## config.mk

```make
export PLATFORM = sky130hd
export DESIGN_NAME = ddc_mixer
export DESIGN_NICKNAME = d
export VERILOG_FILES = /design/src/logic/ddc_pkg.sv /design/src/logic/ddc_mixer.sv
export SDC_FILE = /design/constraint.sdc
export NUM_CORES = 2
export LEC_CHECK = 0
export ABC_AREA = 1
export BUFFER_PORTS_ARGS = -buffer_cell sky130_fd_sc_hd__buf_4
export CORE_ASPECT_RATIO = 1.2
export CORE_MARGIN = 5
export CORE_UTILIZATION = 60
export DETAILED_ROUTE_END_ITERATION = 8
export PLACE_DENSITY = 0.82
export RECOVER_POWER = 100
export SETUP_SLACK_MARGIN = 0.5
export SLEW_MARGIN = 20
export SYNTH_ARGS = -nofsm -noshare
export SYNTH_HDL_FRONTEND = slang
export SYNTH_SLANG_ARGS = --single-unit
```

## constraint.sdc

```tcl
create_clock -name i_clock -period 5.7 [get_ports i_clock]
set_input_delay 0.285 -clock i_clock [delete_from_list [all_inputs] [get_ports i_clock]]
set_output_delay 0.285 -clock i_clock [all_outputs]
set_load 0.02 [all_outputs]
```

## src/logic/ddc_pkg.sv

```systemverilog
`default_nettype none

package ddc_pkg;

    // phase accumulator and increment.
    localparam integer PHASE_WIDTH = 32;
    typedef logic [PHASE_WIDTH-1:0] phase_t;

    // oscillator table, indexed by the upper phase bits.
    localparam integer TABLE_BITS = 6;
    localparam integer TABLE_SIZE = 2 ** TABLE_BITS;

    // signed oscillator outputs.
    localparam integer COEF_WIDTH = 18;
    typedef logic signed [COEF_WIDTH-1:0] coef_t;

    // full scale of the table, 2^17 - 1.
    localparam integer COEF_AMPLITUDE = 131071;

endpackage

`default_nettype wire
```

## src/logic/ddc_mixer.sv

```systemverilog
`timescale 1ns/1ps

`default_nettype none

module ddc_mixer #(
    parameter integer WIDTH = 16
) (
    input  wire logic                    i_clock,
    input  wire logic                    i_arst_n,
    input  wire logic signed [WIDTH-1:0] i_sample_early,
    input  wire logic signed [WIDTH-1:0] i_sample_late,
    input  wire logic                    i_valid,
    input  wire ddc_pkg::coef_t          i_cos_early,
    input  wire ddc_pkg::coef_t          i_sin_early,
    input  wire ddc_pkg::coef_t          i_cos_late,
    input  wire ddc_pkg::coef_t          i_sin_late,
    input  wire logic                    i_coef_valid,
    output      logic signed [WIDTH-1:0] o_inph_early,
    output      logic signed [WIDTH-1:0] o_quad_early,
    output      logic signed [WIDTH-1:0] o_inph_late,
    output      logic signed [WIDTH-1:0] o_quad_late,
    output      logic                    o_valid
);

localparam integer PROD_WIDTH = WIDTH + ddc_pkg::COEF_WIDTH;
localparam integer ROUND_SHIFT = ddc_pkg::COEF_WIDTH - 1;
localparam logic signed [PROD_WIDTH-1:0] ROUND_BIAS = PROD_WIDTH'(2 ** (ROUND_SHIFT - 1));

// round half up and drop the coefficient scale, keeping WIDTH bits.
function automatic logic signed [WIDTH-1:0] round_product(
    input logic signed [PROD_WIDTH-1:0] prod
);
    logic signed [PROD_WIDTH-1:0] biased;
    biased = prod + ROUND_BIAS;
    return biased[ROUND_SHIFT+WIDTH-1:ROUND_SHIFT];
endfunction

logic signed [WIDTH-1:0] sample_early_reg0;
logic signed [WIDTH-1:0] sample_late_reg0;

logic signed [PROD_WIDTH-1:0] inph_early_reg1;
logic signed [PROD_WIDTH-1:0] quad_early_reg1;
logic signed [PROD_WIDTH-1:0] inph_late_reg1;
logic signed [PROD_WIDTH-1:0] quad_late_reg1;

logic signed [WIDTH-1:0] inph_early_reg2;
logic signed [WIDTH-1:0] quad_early_reg2;
logic signed [WIDTH-1:0] inph_late_reg2;
logic signed [WIDTH-1:0] quad_late_reg2;

logic valid_reg0;
logic valid_reg1;
logic valid_reg2;

always_ff @(posedge i_clock or negedge i_arst_n) begin
    if (!i_arst_n) begin
        valid_reg0 <= 1'b0;
        valid_reg1 <= 1'b0;
        valid_reg2 <= 1'b0;
        o_valid <= 1'b0;
    end else begin
        valid_reg0 <= i_valid;
        valid_reg1 <= valid_reg0;
        valid_reg2 <= valid_reg1;
        o_valid <= valid_reg2;
    end
end

always_ff @(posedge i_clock) begin
    // the oscillator registers its values on this same edge.
    sample_early_reg0 <= i_sample_early;
    sample_late_reg0 <= i_sample_late;

    inph_early_reg1 <= sample_early_reg0 * i_cos_early;
    quad_early_reg1 <= -(sample_early_reg0 * i_sin_early); // quadrature mixes with -sin.
    inph_late_reg1 <= sample_late_reg0 * i_cos_late;
    quad_late_reg1 <= -(sample_late_reg0 * i_sin_late);

    inph_early_reg2 <= round_product(inph_early_reg1);
    quad_early_reg2 <= round_product(quad_early_reg1);
    inph_late_reg2 <= round_product(inph_late_reg1);
    quad_late_reg2 <= round_product(quad_late_reg1);

    o_inph_early <= inph_early_reg2;
    o_quad_early <= quad_early_reg2;
    o_inph_late <= inph_late_reg2;
    o_quad_late <= quad_late_reg2;
end

// coefficients must meet their samples in stage 0.
assert property (@(posedge i_clock) disable iff (!i_arst_n)
    i_coef_valid == $past(i_valid))
    else $error("oscillator values out of step with the sample pairs");

endmodule

`default_nettype wire

```

==> results.cfg <==
[global_routing]
grt_max_degree = 37
grt-ovfl-total = 0
track_usage = 0.300
antenna_found_initial = 9
grt_pass1_wl_um = 228000
grt_pass1_vias = 47200

[floorplan]
die_area_um2 = 92000
die_w_um = 278
initial_core_util = 0.607
pin_count = 173
num_rows = 117
dieHeight_um = 331
core_region_area_um2 = 85100

[min_path]
min_from = quad_early_reg2[3]
hold_path.class = register to register

[critical_path]
worstPathArrival_ps = 6070
cp_common_cell = fa_1
path_max_fanout = 6
slowest_delay_ps = 590
cp.required_ps = 6160
critPathLaunchType = register
cp_slowest_cell = fa_2
path_class = register to register
worstReg2RegStart = sample_late_reg0[4]
end_kind = register
path_cells = buf_12 -> buf_4 -> nand2_1 -> inv_1 -> fa_1 -> fa_2 -> fa_1 -> inv_1 -> fa_1 -> fa_1 -> inv_1 -> fa_1 -> inv_1 -> ha_4 -> nand2_2 -> nor2_4 -> inv_2 -> nor3_4 -> nand2_1 -> nand2_2 -> nand2_1 -> nand3_1 -> nand2_1
cp-startpoint = sample_late_reg0[4]

[cells_and_area]
stdcell_count = 7984
fin_area_um2 = 60200
final-seq-area_um2 = 4750
drive_gt1_frac = 0.144
nets = 8433
nFillCells = 5892
area_delta_synth_final_pct = 16.6
final_util = 0.707
multi_input_area_um2 = 40800

[synthesis]
mappedNetlistNets = 8180
synth-edff-count = 0
synth_seq_cells = 232
synth_area_per_cell_um2 = 7.85
postSynthCellCount = 6576
ys.flop_type = dfxtp_1
ys_async_sr_fraction = 0.0172
synthesis.area_um2 = 51600
synthDistinctLibCells = 45
yosysSeqAreaShare = 0.0904
ys_warn_count = 0

[timing]
timing.slew.headroom = 0.583
rsz0062_at_grt = true
clock_skew_ps = 37.7
setup_viol = 0
tightest_slew_ps = 623
period_needed_ps = 5600
timing.fmax_mhz = 178
finalCritPeriodShare = 0.983
finalHoldViolCount = 0
tns_ps = 0
slew_violations = 0

[flow_run]
drv_cap = 0

[route]
routed_wl_um = 147000
drtAntennaViolNets = 0
vias_per_cell = 5.44
drt_iter0_drc = 3477
routedWlPerCell_um = 18.5
first_pass_iters = 8
num_vias = 43500
drc = 0

[clock_network]
cts_buffers = 27
cts_tree = built
cts_root_buffer = clkbuf_16
htree_levels = 1
cts_sinks = 232
clock_latency_ps = 620
cts.clk_slew.worst_paths_ps = 80
clockBufferDepth = 3

[placement]
gp_congestion = 0.939
place_area_um2 = 54400
dp_cells = 7709
io_buffers = 171
hpwl_um = 100000

[status]
status = completed
==> registers in the layout, indices dropped and copies added (netlist names) <==
| signal | cells |
|---|---|
| o_quad_late | 16 |
| quad_late_reg1 | 17 |
| o_inph_late | 16 |
| sample_late_reg0 | 16 |
| valid_reg2 | 1 |
| inph_early_reg1 | 17 |
| quad_late_reg2 | 16 |
| inph_late_reg2 | 16 |
| quad_early_reg2 | 16 |
| valid_reg0 | 1 |
| valid_reg1 | 1 |
| o_inph_early | 16 |
| quad_early_reg1 | 17 |
| o_valid | 1 |
| o_quad_early | 16 |
| inph_late_reg1 | 17 |
| inph_early_reg2 | 16 |
| sample_early_reg0 | 16 |
==> cells by family (layout without fill, tap and decap cells) <==
family | Yosys count | in the layout | share of synthesized area
buffers and inverters | 2266 | 2538 | 0.165
adders and majority gates | 1496 | 1496 | 0.526
xor gates and xnor gates | 98 | 98 | 0.0166
other | 0 | 6 | 0
and+or+nand+nor | 2213 | 2213 | 0.171
DFF | 232 | 232 | 0.0904
AOI/OAI and AO/OA | 271 | 271 | 0.0302
==> per-stage QoR <==
| step | hold slack, ps | setup slack, ps |
|---|---|---|
| after floorplan | -10.6 | 493 |
| after CTS | 267 | 375 |
| after detailed placement | 84.9 | -105 |
| after global placement | 82.4 | 83.5 |
| final | 311 | 96.0 |
| after global routing | 313 | -56.0 |
==> cell usage in the layout, fill, tap and decap left out, types with 24 or more instances in the layout <==
master | Yosys | routed
o21ai_0 | 67 | 34
fa_2 | 0 | 44
nand2_1 | 1691 | 1595
nor2_2 | 10 | 47
nand2_2 | 8 | 79
nor2_1 | 261 | 200
ha_4 | 0 | 82
clkbuf_1 | 239 | 68
inv_1 | 2007 | 1927
buf_4 | 2 | 247
xor2_1 | 68 | 66
buf_6 | 0 | 24
a21oi_1 | 129 | 62
clkbuf_16 | 0 | 34
dfxtp_1 | 228 | 202
fa_1 | 1124 | 1080
inv_2 | 1 | 74
dlygate4sd3_1 | 0 | 35
clkbuf_4 | 0 | 31
nand3_1 | 138 | 135
nand2_4 | 0 | 25
nor2_4 | 0 | 24
xnor2_1 | 30 | 30
buf_12 | 0 | 44
a21oi_2 | 0 | 58
ha_1 | 372 | 289
==> synth_stat cells (9+ instances only) <==
| cell type | number | area share |
|---|---|---|
| a21o_1 | 18 | 0.0026 |
| a21oi_1 | 129 | 0.013 |
| clkbuf_1 | 239 | 0.017 |
| dfxtp_1 | 228 | 0.088 |
| fa_1 | 1124 | 0.44 |
| ha_1 | 372 | 0.090 |
| inv_1 | 2007 | 0.15 |
| nand2_1 | 1691 | 0.12 |
| nand3_1 | 138 | 0.013 |
| nand4_1 | 19 | 0.0023 |
| nor2_1 | 261 | 0.019 |
| nor2_2 | 10 | 0.0012 |
| nor3_1 | 25 | 0.0024 |
| nor4_1 | 9 | 0.0011 |
| o21a_1 | 12 | 0.0017 |
| o21ai_0 | 67 | 0.0065 |
| o21bai_1 | 25 | 0.0036 |
| or2_2 | 18 | 0.0022 |
| xnor2_1 | 30 | 0.0051 |
| xor2_1 | 68 | 0.012 |
==> worst paths after layout <==
check | cells past startpoint | slack [ps] | endpoint
max | 23 | 100 | quad_late_reg1[19]
min | 0 | 310 | o_quad_early[3]
max reg2reg | 23 | 100 | quad_late_reg1[19]
min reg2reg | 0 | 310 | o_quad_early[3]
max in group asynchronous | 3 | 4900 | o_valid
min in group asynchronous | 3 | 630 | valid_reg0
==> timing repair <==
| action | 4_1_cts | 5_1_grt |
|---|---|---|
| hold buffers | 35 | 0 |
| pin swaps | 164 | 180 |
| setup endpoints to repair | 68 | 68 |
| setup buffers | 85 | 75 |
| cloned | 17 | 9 |
| hold endpoints to repair | 37 | 0 |
| gates resized for setup | 409 | 320 |
==> metal layers <==
metal	routed length, um	share of wire	up-vias	global-route usage
li1	-	-	19000	-
met5	121	0.00082	-	0
met3	14700	0.10	971	0.0591
met1	46600	0.32	21000	0.329
met4	11500	0.078	12	0.167
met2	74400	0.50	2491	0.545
==> cell type report <==
type | instances | share of cell area
Antenna cell | 6 | 0.000250
Clock inverter | 14 | 0.00281
Tap cell | 1130 | 0.0235
Clock buffer | 34 | 0.0130
Sequential cell | 232 | 0.0790
Inverter | 2010 | 0.126
Multi-Input combinational cell | 4078 | 0.679
Timing Repair Buffer | 480 | 0.0765
==> worst max-delay path, delay by kind of cell, from the launching register on <==
kind                       cells  cell delay, ps
adders and majority gates      7            3310
and+or+nand+nor                9             980
buffers and inverters          7             810
DFF                            1             380
Power is left out: the tool's default activity adds up to more than one toggle a clock period on the data nets, which glitch-free logic cannot reach.
