==> src/logic/ddc_halfband.sv <==
`timescale 1ns/1ps

`default_nettype none

module ddc_halfband #(
    parameter integer WIDTH = 16
) (
    input  wire logic                    i_clock,
    input  wire logic                    i_arst_n,
    input  wire logic signed [WIDTH-1:0] i_inph_early,
    input  wire logic signed [WIDTH-1:0] i_quad_early,
    input  wire logic signed [WIDTH-1:0] i_inph_late,
    input  wire logic signed [WIDTH-1:0] i_quad_late,
    input  wire logic                    i_valid,
    output      logic signed [WIDTH-1:0] o_inph,
    output      logic signed [WIDTH-1:0] o_quad,
    output      logic                    o_valid
);

localparam integer TAPS = 7;
localparam integer COEF_SHIFT = 5; // coefficients are over 32.
localparam integer SUM_WIDTH = WIDTH + 6;
localparam logic signed [SUM_WIDTH-1:0] ROUND_BIAS = SUM_WIDTH'(2 ** (COEF_SHIFT - 1));

// taps -1, 0, 9, 16, 9, 0, -1 with x0 the newest sample.
function automatic logic signed [SUM_WIDTH-1:0] tap_sum(
    input logic signed [WIDTH-1:0] x0,
    input logic signed [WIDTH-1:0] x2,
    input logic signed [WIDTH-1:0] x3,
    input logic signed [WIDTH-1:0] x4,
    input logic signed [WIDTH-1:0] x6
);
    logic signed [SUM_WIDTH-1:0] outer;
    logic signed [SUM_WIDTH-1:0] inner;
    logic signed [SUM_WIDTH-1:0] center;
    outer = SUM_WIDTH'(x0) + SUM_WIDTH'(x6);
    inner = SUM_WIDTH'(x2) + SUM_WIDTH'(x4);
    center = SUM_WIDTH'(x3) <<< 4;
    return center + (inner <<< 3) + inner - outer;
endfunction

function automatic logic signed [WIDTH-1:0] round_saturate(
    input logic signed [SUM_WIDTH-1:0] sum
);
    logic signed [SUM_WIDTH-1:0] biased;
    logic signed [WIDTH:0] scaled;
    biased = sum + ROUND_BIAS;
    scaled = biased[SUM_WIDTH-1:COEF_SHIFT]; // gain stays below 2, so one extra bit is enough.
    if (scaled[WIDTH] != scaled[WIDTH-1]) begin
        return scaled[WIDTH] ? {1'b1, {(WIDTH-1){1'b0}}} : {1'b0, {(WIDTH-1){1'b1}}};
    end
    return scaled[WIDTH-1:0];
endfunction

// index 0 holds the newest sample of each channel.
logic signed [WIDTH-1:0] inph_hist [TAPS];
logic signed [WIDTH-1:0] quad_hist [TAPS];

logic valid_reg1;

always_ff @(posedge i_clock or negedge i_arst_n) begin
    if (!i_arst_n) begin
        valid_reg1 <= 1'b0;
        o_valid <= 1'b0;
    end else begin
        valid_reg1 <= i_valid;
        o_valid <= valid_reg1;
    end
end

always_ff @(posedge i_clock) begin
    if (i_valid) begin
        inph_hist[0] <= i_inph_late;
        inph_hist[1] <= i_inph_early;
        quad_hist[0] <= i_quad_late;
        quad_hist[1] <= i_quad_early;
        for (int k = 2; k < TAPS; k++) begin
            inph_hist[k] <= inph_hist[k-2]; // two samples enter per pair.
            quad_hist[k] <= quad_hist[k-2];
        end
    end
    if (valid_reg1) begin
        o_inph <= round_saturate(tap_sum(inph_hist[0], inph_hist[2], inph_hist[3],
                                         inph_hist[4], inph_hist[6]));
        o_quad <= round_saturate(tap_sum(quad_hist[0], quad_hist[2], quad_hist[3],
                                         quad_hist[4], quad_hist[6]));
    end
end

assert property (@(posedge i_clock) disable iff (!i_arst_n)
    o_valid == $past(i_valid, 2))
    else $error("halfband output valid is not two cycles behind its input");

endmodule

`default_nettype wire

==> config.mk <==
export PLATFORM = sky130hd
export DESIGN_NAME = ddc_halfband
export DESIGN_NICKNAME = d
export VERILOG_FILES = /design/src/logic/ddc_halfband.sv
export SDC_FILE = /design/constraint.sdc
export NUM_CORES = 1
export LEC_CHECK = 0
export BUFFER_PORTS_ARGS = -buffer_cell sky130_fd_sc_hd__clkbuf_2
export CORE_AREA = 2 2 205 147
export DETAILED_ROUTE_END_ITERATION = 10
export DIE_AREA = 0 0 207 149
export GPL_TIMING_DRIVEN = 0
export HOLD_SLACK_MARGIN = 0.06
export PLACE_DENSITY_LB_ADDON = 0.2
export SKIP_CTS_REPAIR_TIMING = 1
export SLEW_MARGIN = 40
export SYNTH_ARGS = -nofsm -noshare
export SYNTH_HDL_FRONTEND = slang
export SYNTH_SLANG_ARGS = --single-unit
==> constraint.sdc <==
create_clock -name i_clock -period 7.6 [get_ports i_clock]
set_clock_uncertainty 0.05 [all_clocks]
set_input_delay 0.76 -clock i_clock [delete_from_list [all_inputs] [get_ports i_clock]]
set_output_delay 0.76 -clock i_clock [all_outputs]
set_load 0.03 [all_outputs]
==> results of run 1 <==
==> flip-flops by register name (all words and copies together), names as in the netlist <==
name	cells
o_valid	1
valid_reg1	1
o_inph	16
o_quad	16
inph_hist	96
quad_hist	96
==> placed cells by master (no fill, tap or decap), types with 4 or more instances in the layout <==
| cell | instances |
|---|---|
| o21ai_2 | 10 |
| nor2b_1 | 6 |
| o211ai_1 | 5 |
| and3_1 | 4 |
| edfxtp_1 | 224 |
| or3_1 | 7 |
| clkinv_1 | 4 |
| xor2_1 | 24 |
| clkinv_2 | 6 |
| ha_1 | 112 |
| o21bai_1 | 9 |
| nor2_1 | 30 |
| nor3_1 | 12 |
| a31oi_1 | 5 |
| o21a_1 | 22 |
| nand2_1 | 24 |
| clkbuf_16 | 23 |
| a21oi_1 | 39 |
| a21o_1 | 17 |
| nand2b_1 | 5 |
| fa_1 | 104 |
| o21ai_0 | 20 |
| clkbuf_2 | 98 |
| nand3_1 | 16 |
| o21ai_1 | 4 |
| xnor2_1 | 36 |
| inv_1 | 229 |
==> cell families after synthesis <==
logic type	after synthesis	share of synthesized area, %
AO/OA/AOI/OAI	153	7.774
XOR/XNOR	61	4.036
adder cells (fa/ha/maj)	216	25.95
buffers and inverters	234	6.833
flip-flops	226	50.48
multiplexers	2	0.1957
AND/OR/NAND/NOR	124	4.726
==> per-layer routing <==
metal  share of wire (%)  vias up
met4                 2.1        0
met3                 4.3       28
li1                    -     3704
met2                  42      121
met5                   0        -
met1                  52     3520
==> path summary, 6_finish.rpt <==
kind,from,to,slack [ps],cells after the start
setup / recovery,quad_hist[2][0]$_DFFE_PP_,o_quad[7]$_DFFE_PP_,340,24
hold / removal,i_inph_late[5],inph_hist[0][5]$_DFFE_PP_,360,1
setup reg to reg,quad_hist[2][0]$_DFFE_PP_,o_quad[7]$_DFFE_PP_,340,24
hold reg to reg,quad_hist[1][7]$_DFFE_PP_,quad_hist[3][7]$_DFFE_PP_,360,0
max in group asynchronous,i_arst_n,valid_reg1$_DFF_PN0_,6840,2
min in group asynchronous,i_arst_n,valid_reg1$_DFF_PN0_,550,2
==> synth_stat cells (all sizes together), types with 4 or more instances <==
| library cell | instances | area (µm²) |
|---|---|---|
| o211ai | 6 | 50.05 |
| xor2 | 24 | 210.2 |
| a31oi | 5 | 31.28 |
| a211oi | 5 | 42.54 |
| fa | 104 | 2082 |
| xnor2 | 37 | 331.6 |
| and3 | 5 | 36.28 |
| o21ai | 34 | 207.7 |
| ha | 112 | 1401 |
| nor2b | 6 | 37.54 |
| o21bai | 9 | 67.56 |
| nand2 | 24 | 90.09 |
| inv | 229 | 859.6 |
| nand2b | 5 | 31.28 |
| and2 | 4 | 27.53 |
| buf | 4 | 53.80 |
| nand3 | 16 | 80.08 |
| nor3 | 14 | 86.34 |
| nor2 | 30 | 112.6 |
| or3 | 7 | 43.79 |
| edfxtp | 224 | 6726 |
| a21oi | 41 | 212.7 |
| a21o | 17 | 127.6 |
| o21a | 22 | 165.2 |
==> metrics by stage <==
stage | utilization (%) | cells | hold WS (ps) | area (µm²) | setup slack [ps]
global route | 51.94 | 1541 | 329.4 | 15160 | 12.07
floorplan | - | 1016 | 350.3 | 13420 | 1649
finish | 51.94 | 1541 | 360.7 | 15160 | 337.8
CTS | 51.89 | 1540 | -76.11 | 15140 | 408.7
detailed placement | 49.67 | 1503 | 354.5 | 14490 | 433.8
global placement | 49.35 | 1500 | 350.3 | 14400 | 522.0
==> final cells by class <==
type	count	area (µm²)	share of cell area (%)
clock buffer	24	579.3	3.822
sequential	226	6778	44.72
clock inverter	13	68.82	0.4541
multi-input combinational	556	5734	37.84
tap	385	481.7	3.178
timing repair buffer	103	596.8	3.938
buffer	5	57.56	0.3798
inverter	229	859.6	5.672
==> flow_summary.toml, run 1 <==
[run_status]
status = "completed"

[clock_network]
clockRootBuffer = "clkbuf_16"
clk_pin_slew_ps = 60
cts_buffers = 23
cts_sinks = 226
tritoncts = "built"
max-clock-path-buffers = 3
cts_max_level = 1
clock_latency_ps = 520

[grt]
antenna_found_initial = 0
grt-busiest-layer = "met1"
grt_pass1_vias = 7429
use_met2_pct = 22.63
grt_use_met1_pct = 24.64
grt-ovfl-total = 0
gr-usage-met3_pct = 2.947
grtUsageTotal_pct = 15.78
grt_pass1_wl_mm = 38.77
grt_max_degree = 73

[final_layout]
fillCellCount = 2560
drive_gt1_share_pct = 14.36
diodes = 0
fin_nets = 1427
area_delta_synth_final_pct = 12.91

[synth]
synth_area_um2 = 13420
yosysUniqueCellTypes = 57
synth-seq-cells = 226
synth_nets = 1299
synthArstFlopShare_pct = 0.8850
synth-seq-area-share_pct = 50.48
synth_edf_count = 224
synth.avg_cell_area_um2 = 13.21
synthFlopType = "edfxtp_1"
yosys_warnings = 0
synthCells = 1016

[setup_path]
cp-end-kind = "flip-flop"
path_cells = "ha_1, fa_1, a21o_1, a21oi_1, nor2b_1, o21ai_1, a21oi_1, a311oi_1, o31ai_1, o21ai_0, ha_1, fa_1, inv_1, fa_1, inv_1, ha_1, a21o_1, a211oi_1, nand2_1, o31ai_4, nand2_1, o22ai_2, buf_6, o21ai_2"
critPathKind = "flip-flop to flip-flop"
crit_family = "compound AO/OA/AOI/OAI gates"
critPathSlowestCell = "a311oi_1"
worstPathArrival_ps = 7480
slowest_delay_ps = 830
critPathRequiredTime_ps = 7820
cp_num_buf_inv = 3
worstPathMaxFanout = 10
cp-start-kind = "flip-flop"

[timing]
rsz0062_at_grt = "no"
max_freq_mhz = 137.7
hold_viol = 0
setup_viol = 0
fin_crit_ps = 7262
worstMarginPinSlew_ps = 922.4
drv_slew = 0
max_slew_margin_pct = 38.09
finalSetupTns_ps = 0
period_share_pct = 95.56

[die]
core_um2 = 29180
die_w_um = 207
dieArea_um2 = 30840
start_util_pct = 46.00
ioPinCount = 100
die_h_um = 149
rows = 53

[place]
place_hpwl_mm = 18.16
gp_congestion = 0.8174
portBuffers = 99

[routing]
wl_mm = 23.40
drc_errors = 0
drt_pass1_iterations = 5
vias_per_cell = 4.785
wire_per_inst_um = 15.19
route.vias.total = 7373
postRouteAntennaNets = 0
drtIter0Drc = 424

[worst_hold_path]
holdCritPathClass = "primary input to flip-flop"

[job]
cap_violations = 0
Power of run 1 is left out: the tool's default activity adds up to more than one toggle a clock period on the data nets, which glitch-free logic cannot reach.
==> run 2: changes to the inputs <==
- clock period: 7.6 -> 9.3 ns (I/O delays scaled with it)
==> flow_summary.toml, run 2 (synthesized netlist as in run 1, its figures left out) <==
[routing]
drtIter0Drc = 416
wire_per_inst_um = 15.18
route.vias.total = 7400
postRouteAntennaNets = 0
vias_per_cell = 4.802
drt_pass1_iterations = 6
wl_mm = 23.40
drc_errors = 0

[grt]
grt_pass1_vias = 7429
grtUsageTotal_pct = 15.78
grt-ovfl-total = 0
grt_max_degree = 73
antenna_found_initial = 1
grt_pass1_wl_mm = 38.77

[clock_network]
max-clock-path-buffers = 3
clk_pin_slew_ps = 70
tritoncts = "built"
clock_latency_ps = 520
cts_buffers = 23
cts_max_level = 1
clockRootBuffer = "clkbuf_16"
cts_sinks = 226

[final_layout]
layout_common_cells = "inv_1 (229), edfxtp_1 (224), ha_1 (112)"
fin_nets = 1426
fillCellCount = 2562
area_delta_synth_final_pct = 12.85
final_area_um2 = 15150
drive_gt1_share_pct = 14.37
mostFrequentLayoutCell = "inv_1"
multi_input_area_um2 = 5734
reg_top3 = "inph_hist: 96 flops, quad_hist: 96 flops"
regArea_um2 = 6778

[die]
core_um2 = 29180
dieArea_um2 = 30840
die_h_um = 149
start_util_pct = 46.00
die_w_um = 207
rows = 53
ioPinCount = 100

[timing]
setup_ws_ps = 2037
worstMarginPinSlew_ps = 926.7
drv_slew = 0
holdWs_ps = 126.4
fin_crit_ps = 7263
period_share_pct = 78.09
max_freq_mhz = 137.7
rsz0062_at_grt = "no"
setup_viol = 0
max_slew_margin_pct = 37.80
finalSetupTns_ps = 0
hold_viol = 0

[setup_path]
rr_endpoint = "o_quad[14]$_DFFE_PP_"
crit_family = "compound AO/OA/AOI/OAI gates"
cp-end-kind = "flip-flop"
cp-start-kind = "flip-flop"
slowest_delay_ps = 830
critPathSlowestCell = "a311oi_1"
path_cells = "ha_1, fa_1, a21o_1, a21oi_1, nor2b_1, o21ai_1, a21oi_1, a311oi_1, o31ai_1, o21ai_0, ha_1, fa_1, inv_1, fa_1, inv_1, ha_1, a21o_1, a211oi_1, nand2_1, o31ai_4, nand2_1, o22ai_2, buf_6, o21ai_2"
ff2ff_path_depth = 24
worstSetupEndpoint = "o_quad[14]$_DFFE_PP_"
worstPathArrival_ps = 7480
critPathRequiredTime_ps = 9520
worstPathMaxFanout = 10
critPathKind = "flip-flop to flip-flop"
crit_cells = 24
reg2reg_from = "quad_hist[2][0]$_DFFE_PP_"
startpoint = "quad_hist[2][0]$_DFFE_PP_"
rrSetupSlack_ps = 2040
cp_num_buf_inv = 3

[place]
place_ws_ps = 2134
dpl_cell_area_um2 = 14490
place_hpwl_mm = 18.16
portBuffers = 99
gp_congestion = 0.8174

[worst_hold_path]
holdCritPathClass = "primary input to async pin"

[run_status]
status = "completed"

[job]
cap_violations = 0
## run 2: changes by cell type in the layout (fill, tap and decap cells not counted)
cell,previous run,this run
diode_2,0,1
dlygate4sd3_1,1,0
## run 2: final cells by class
| class | count | share of cell area (%) |
|---|---|---|
| clock buffer | 24 | 3.824 |
| tap | 385 | 3.180 |
| buffer | 5 | 0.3799 |
| sequential | 226 | 44.74 |
| antenna | 1 | 0.01652 |
| clock inverter | 13 | 0.4543 |
| timing repair buffer | 102 | 3.874 |
| inverter | 229 | 5.674 |
| multi-input combinational | 556 | 37.85 |
## run 2: how the worst min path moves through the flow
stage | from | endpoint | slack (ps) | depth (start not counted)
6_report | i_arst_n | valid_reg1$_DFF_PN0_ | 130 | 1
4_1_cts | i_arst_n | valid_reg1$_DFF_PN0_ | 90 | 1
3_5_place_dp | inph_hist[1][5]$_DFFE_PP_ | inph_hist[3][5]$_DFFE_PP_ | 350 | 0
5_1_grt | i_arst_n | valid_reg1$_DFF_PN0_ | 100 | 1
2_1_floorplan | inph_hist[1][0]$_DFFE_PP_ | inph_hist[3][0]$_DFFE_PP_ | 350 | 0
3_3_place_gp | quad_hist[1][8]$_DFFE_PP_ | quad_hist[3][8]$_DFFE_PP_ | 350 | 0
## run 2: metal layers
metal	share of wire, %	GRT usage [%]	vias up
met5	0	0	-
met4	2.1	3.857	0
met3	4.6	2.947	28
met2	42	22.63	132
met1	52	24.64	3536
li1	-	-	3704
## run 2: stage by stage
stage               cells  utilization, %
global placement     1500           49.35
CTS                  1540           51.89
detailed placement   1503           49.67
finish               1541           51.92
floorplan            1016               -
global route         1541           51.92
Power of run 2 is left out for the same reason.
==> run 3: changes to the inputs <==
- clock period: 9.3 -> 6 ns (I/O delays scaled with it)
==> flow_summary.toml, run 3 (synthesized netlist as in run 1, its figures left out) <==
[run_status]
status = "complete, but fails checks"
failed_checks = "negative setup slack"

[timing]
setup_viol = 31
period_share_pct = 103.6
drv_slew = 0
rsz0062_at_grt = "yes"
fin_crit_ps = 6214
holdWs_ps = 199.3
max_slew_margin_pct = 53.01
worstMarginPinSlew_ps = 697.5
setup_ws_ps = -213.6
max_freq_mhz = 160.9
hold_viol = 0

[setup_path]
worstPathArrival_ps = 6430
slowest_delay_ps = 540
cp-end-kind = "flip-flop"
worstPathMaxFanout = 5
ff2ff_path_depth = 25
path_common_cell = "a21o_1"
critPathSlowestCell = "fa_1"
critPathKind = "flip-flop to flip-flop"
cp-start-kind = "flip-flop"
critPathRequiredTime_ps = 6220

[final_layout]
mostFrequentLayoutCell = "inv_1"
final_area_um2 = 15950
drive_gt1_share_pct = 22.36
area_delta_synth_final_pct = 18.83
fin_util_pct = 54.67
layout_common_cells = "inv_1 (225), edfxtp_1 (224), fa_1 (101)"
reg_top3 = "inph_hist: 96 flops, quad_hist: 96 flops"
diodes = 0
fin_nets = 1465

[die]
core_um2 = 29180
die_h_um = 149
start_util_pct = 46.00
ioPinCount = 100
rows = 53
die_w_um = 207
dieArea_um2 = 30840

[routing]
drc_errors = 0
drtIter0Drc = 381
wl_mm = 24.79
postRouteAntennaNets = 0
drt_pass1_iterations = 5
route.vias.total = 7614
vias_per_cell = 4.822
wire_per_inst_um = 15.70

[place]
place_hpwl_mm = 18.16
gp_congestion = 0.8174
portBuffers = 99
dpl_cell_area_um2 = 14490

[grt]
gr-usage-met3_pct = 2.947
grt_pass1_wl_mm = 38.77
antenna_found_initial = 0
use_met2_pct = 22.63
grt_use_met1_pct = 24.64
grt_max_degree = 73
grt-busiest-layer = "met1"
grtUsageTotal_pct = 15.78
grt_pass1_vias = 7429
grt-ovfl-total = 0

[clock_network]
clockRootBuffer = "clkbuf_16"
max-clock-path-buffers = 3
tritoncts = "built"
cts_max_level = 1
clk_pin_slew_ps = 60
cts_buffers = 23
clock_latency_ps = 520
cts_sinks = 226

[worst_hold_path]
holdCritPathClass = "primary input to flip-flop"
hold-path-cell-count = 1

[job]
cap_violations = 0
==> run 3: stage by stage <==
| step | std cells | setup TNS (ps) | setup WS [ps] |
|---|---|---|---|
| CTS | 1540 | -25420 | -1191 |
| floorplan | 1016 | 0 | 49.07 |
| finish | 1579 | -4008 | -213.6 |
| detailed placement | 1503 | -25170 | -1166 |
| global route | 1579 | -11310 | -431.9 |
| global placement | 1500 | -22500 | -1078 |
==> run 3: final timing paths <==
path,from,to,slack [ps]
worst max-delay path,inph_hist[4][0]$_DFFE_PP_,o_inph[12]$_DFFE_PP_,-210
worst min-delay path,i_inph_early[9],inph_hist[1][9]$_DFFE_PP_,200
worst max register to register,inph_hist[4][0]$_DFFE_PP_,o_inph[12]$_DFFE_PP_,-210
worst min register to register,quad_hist[1][7]$_DFFE_PP_,quad_hist[3][7]$_DFFE_PP_,370
max in group asynchronous,i_arst_n,valid_reg1$_DFF_PN0_,5410
min in group asynchronous,i_arst_n,valid_reg1$_DFF_PN0_,390
==> run 3: cell type report <==
class / instances / area, µm²
Fill cell: 2490 / 13230
Sequential cell: 226 / 6778
Multi-Input combinational cell: 556 / 6177
Timing Repair Buffer: 141 / 944.7
Inverter: 229 / 859.6
Clock buffer: 24 / 579.3
Tap cell: 385 / 481.7
Clock inverter: 13 / 68.82
Buffer: 5 / 61.31
==> run 3: metal layers <==
layer  share of wire (%)  vias to the layer above
met5                   0                        -
met4                 2.0                        0
met3                 4.4                       28
met2                  43                      121
met1                  51                     3686
li1                    -                     3779
==> run 3: critical path: cells and delay by family (launching register included) <==
| family | cells | cell delay [ps] |
|---|---|---|
| DFF | 1 | 410 |
| adders and majority gates | 6 | 2160 |
| xor gates and xnor gates | 1 | 180 |
| buffers and inverters | 3 | 230 |
| AOI/OAI and AO/OA | 12 | 2270 |
| muxes | 1 | 340 |
| and+or+nand+nor | 2 | 340 |
Power of run 3 is left out for the same reason.
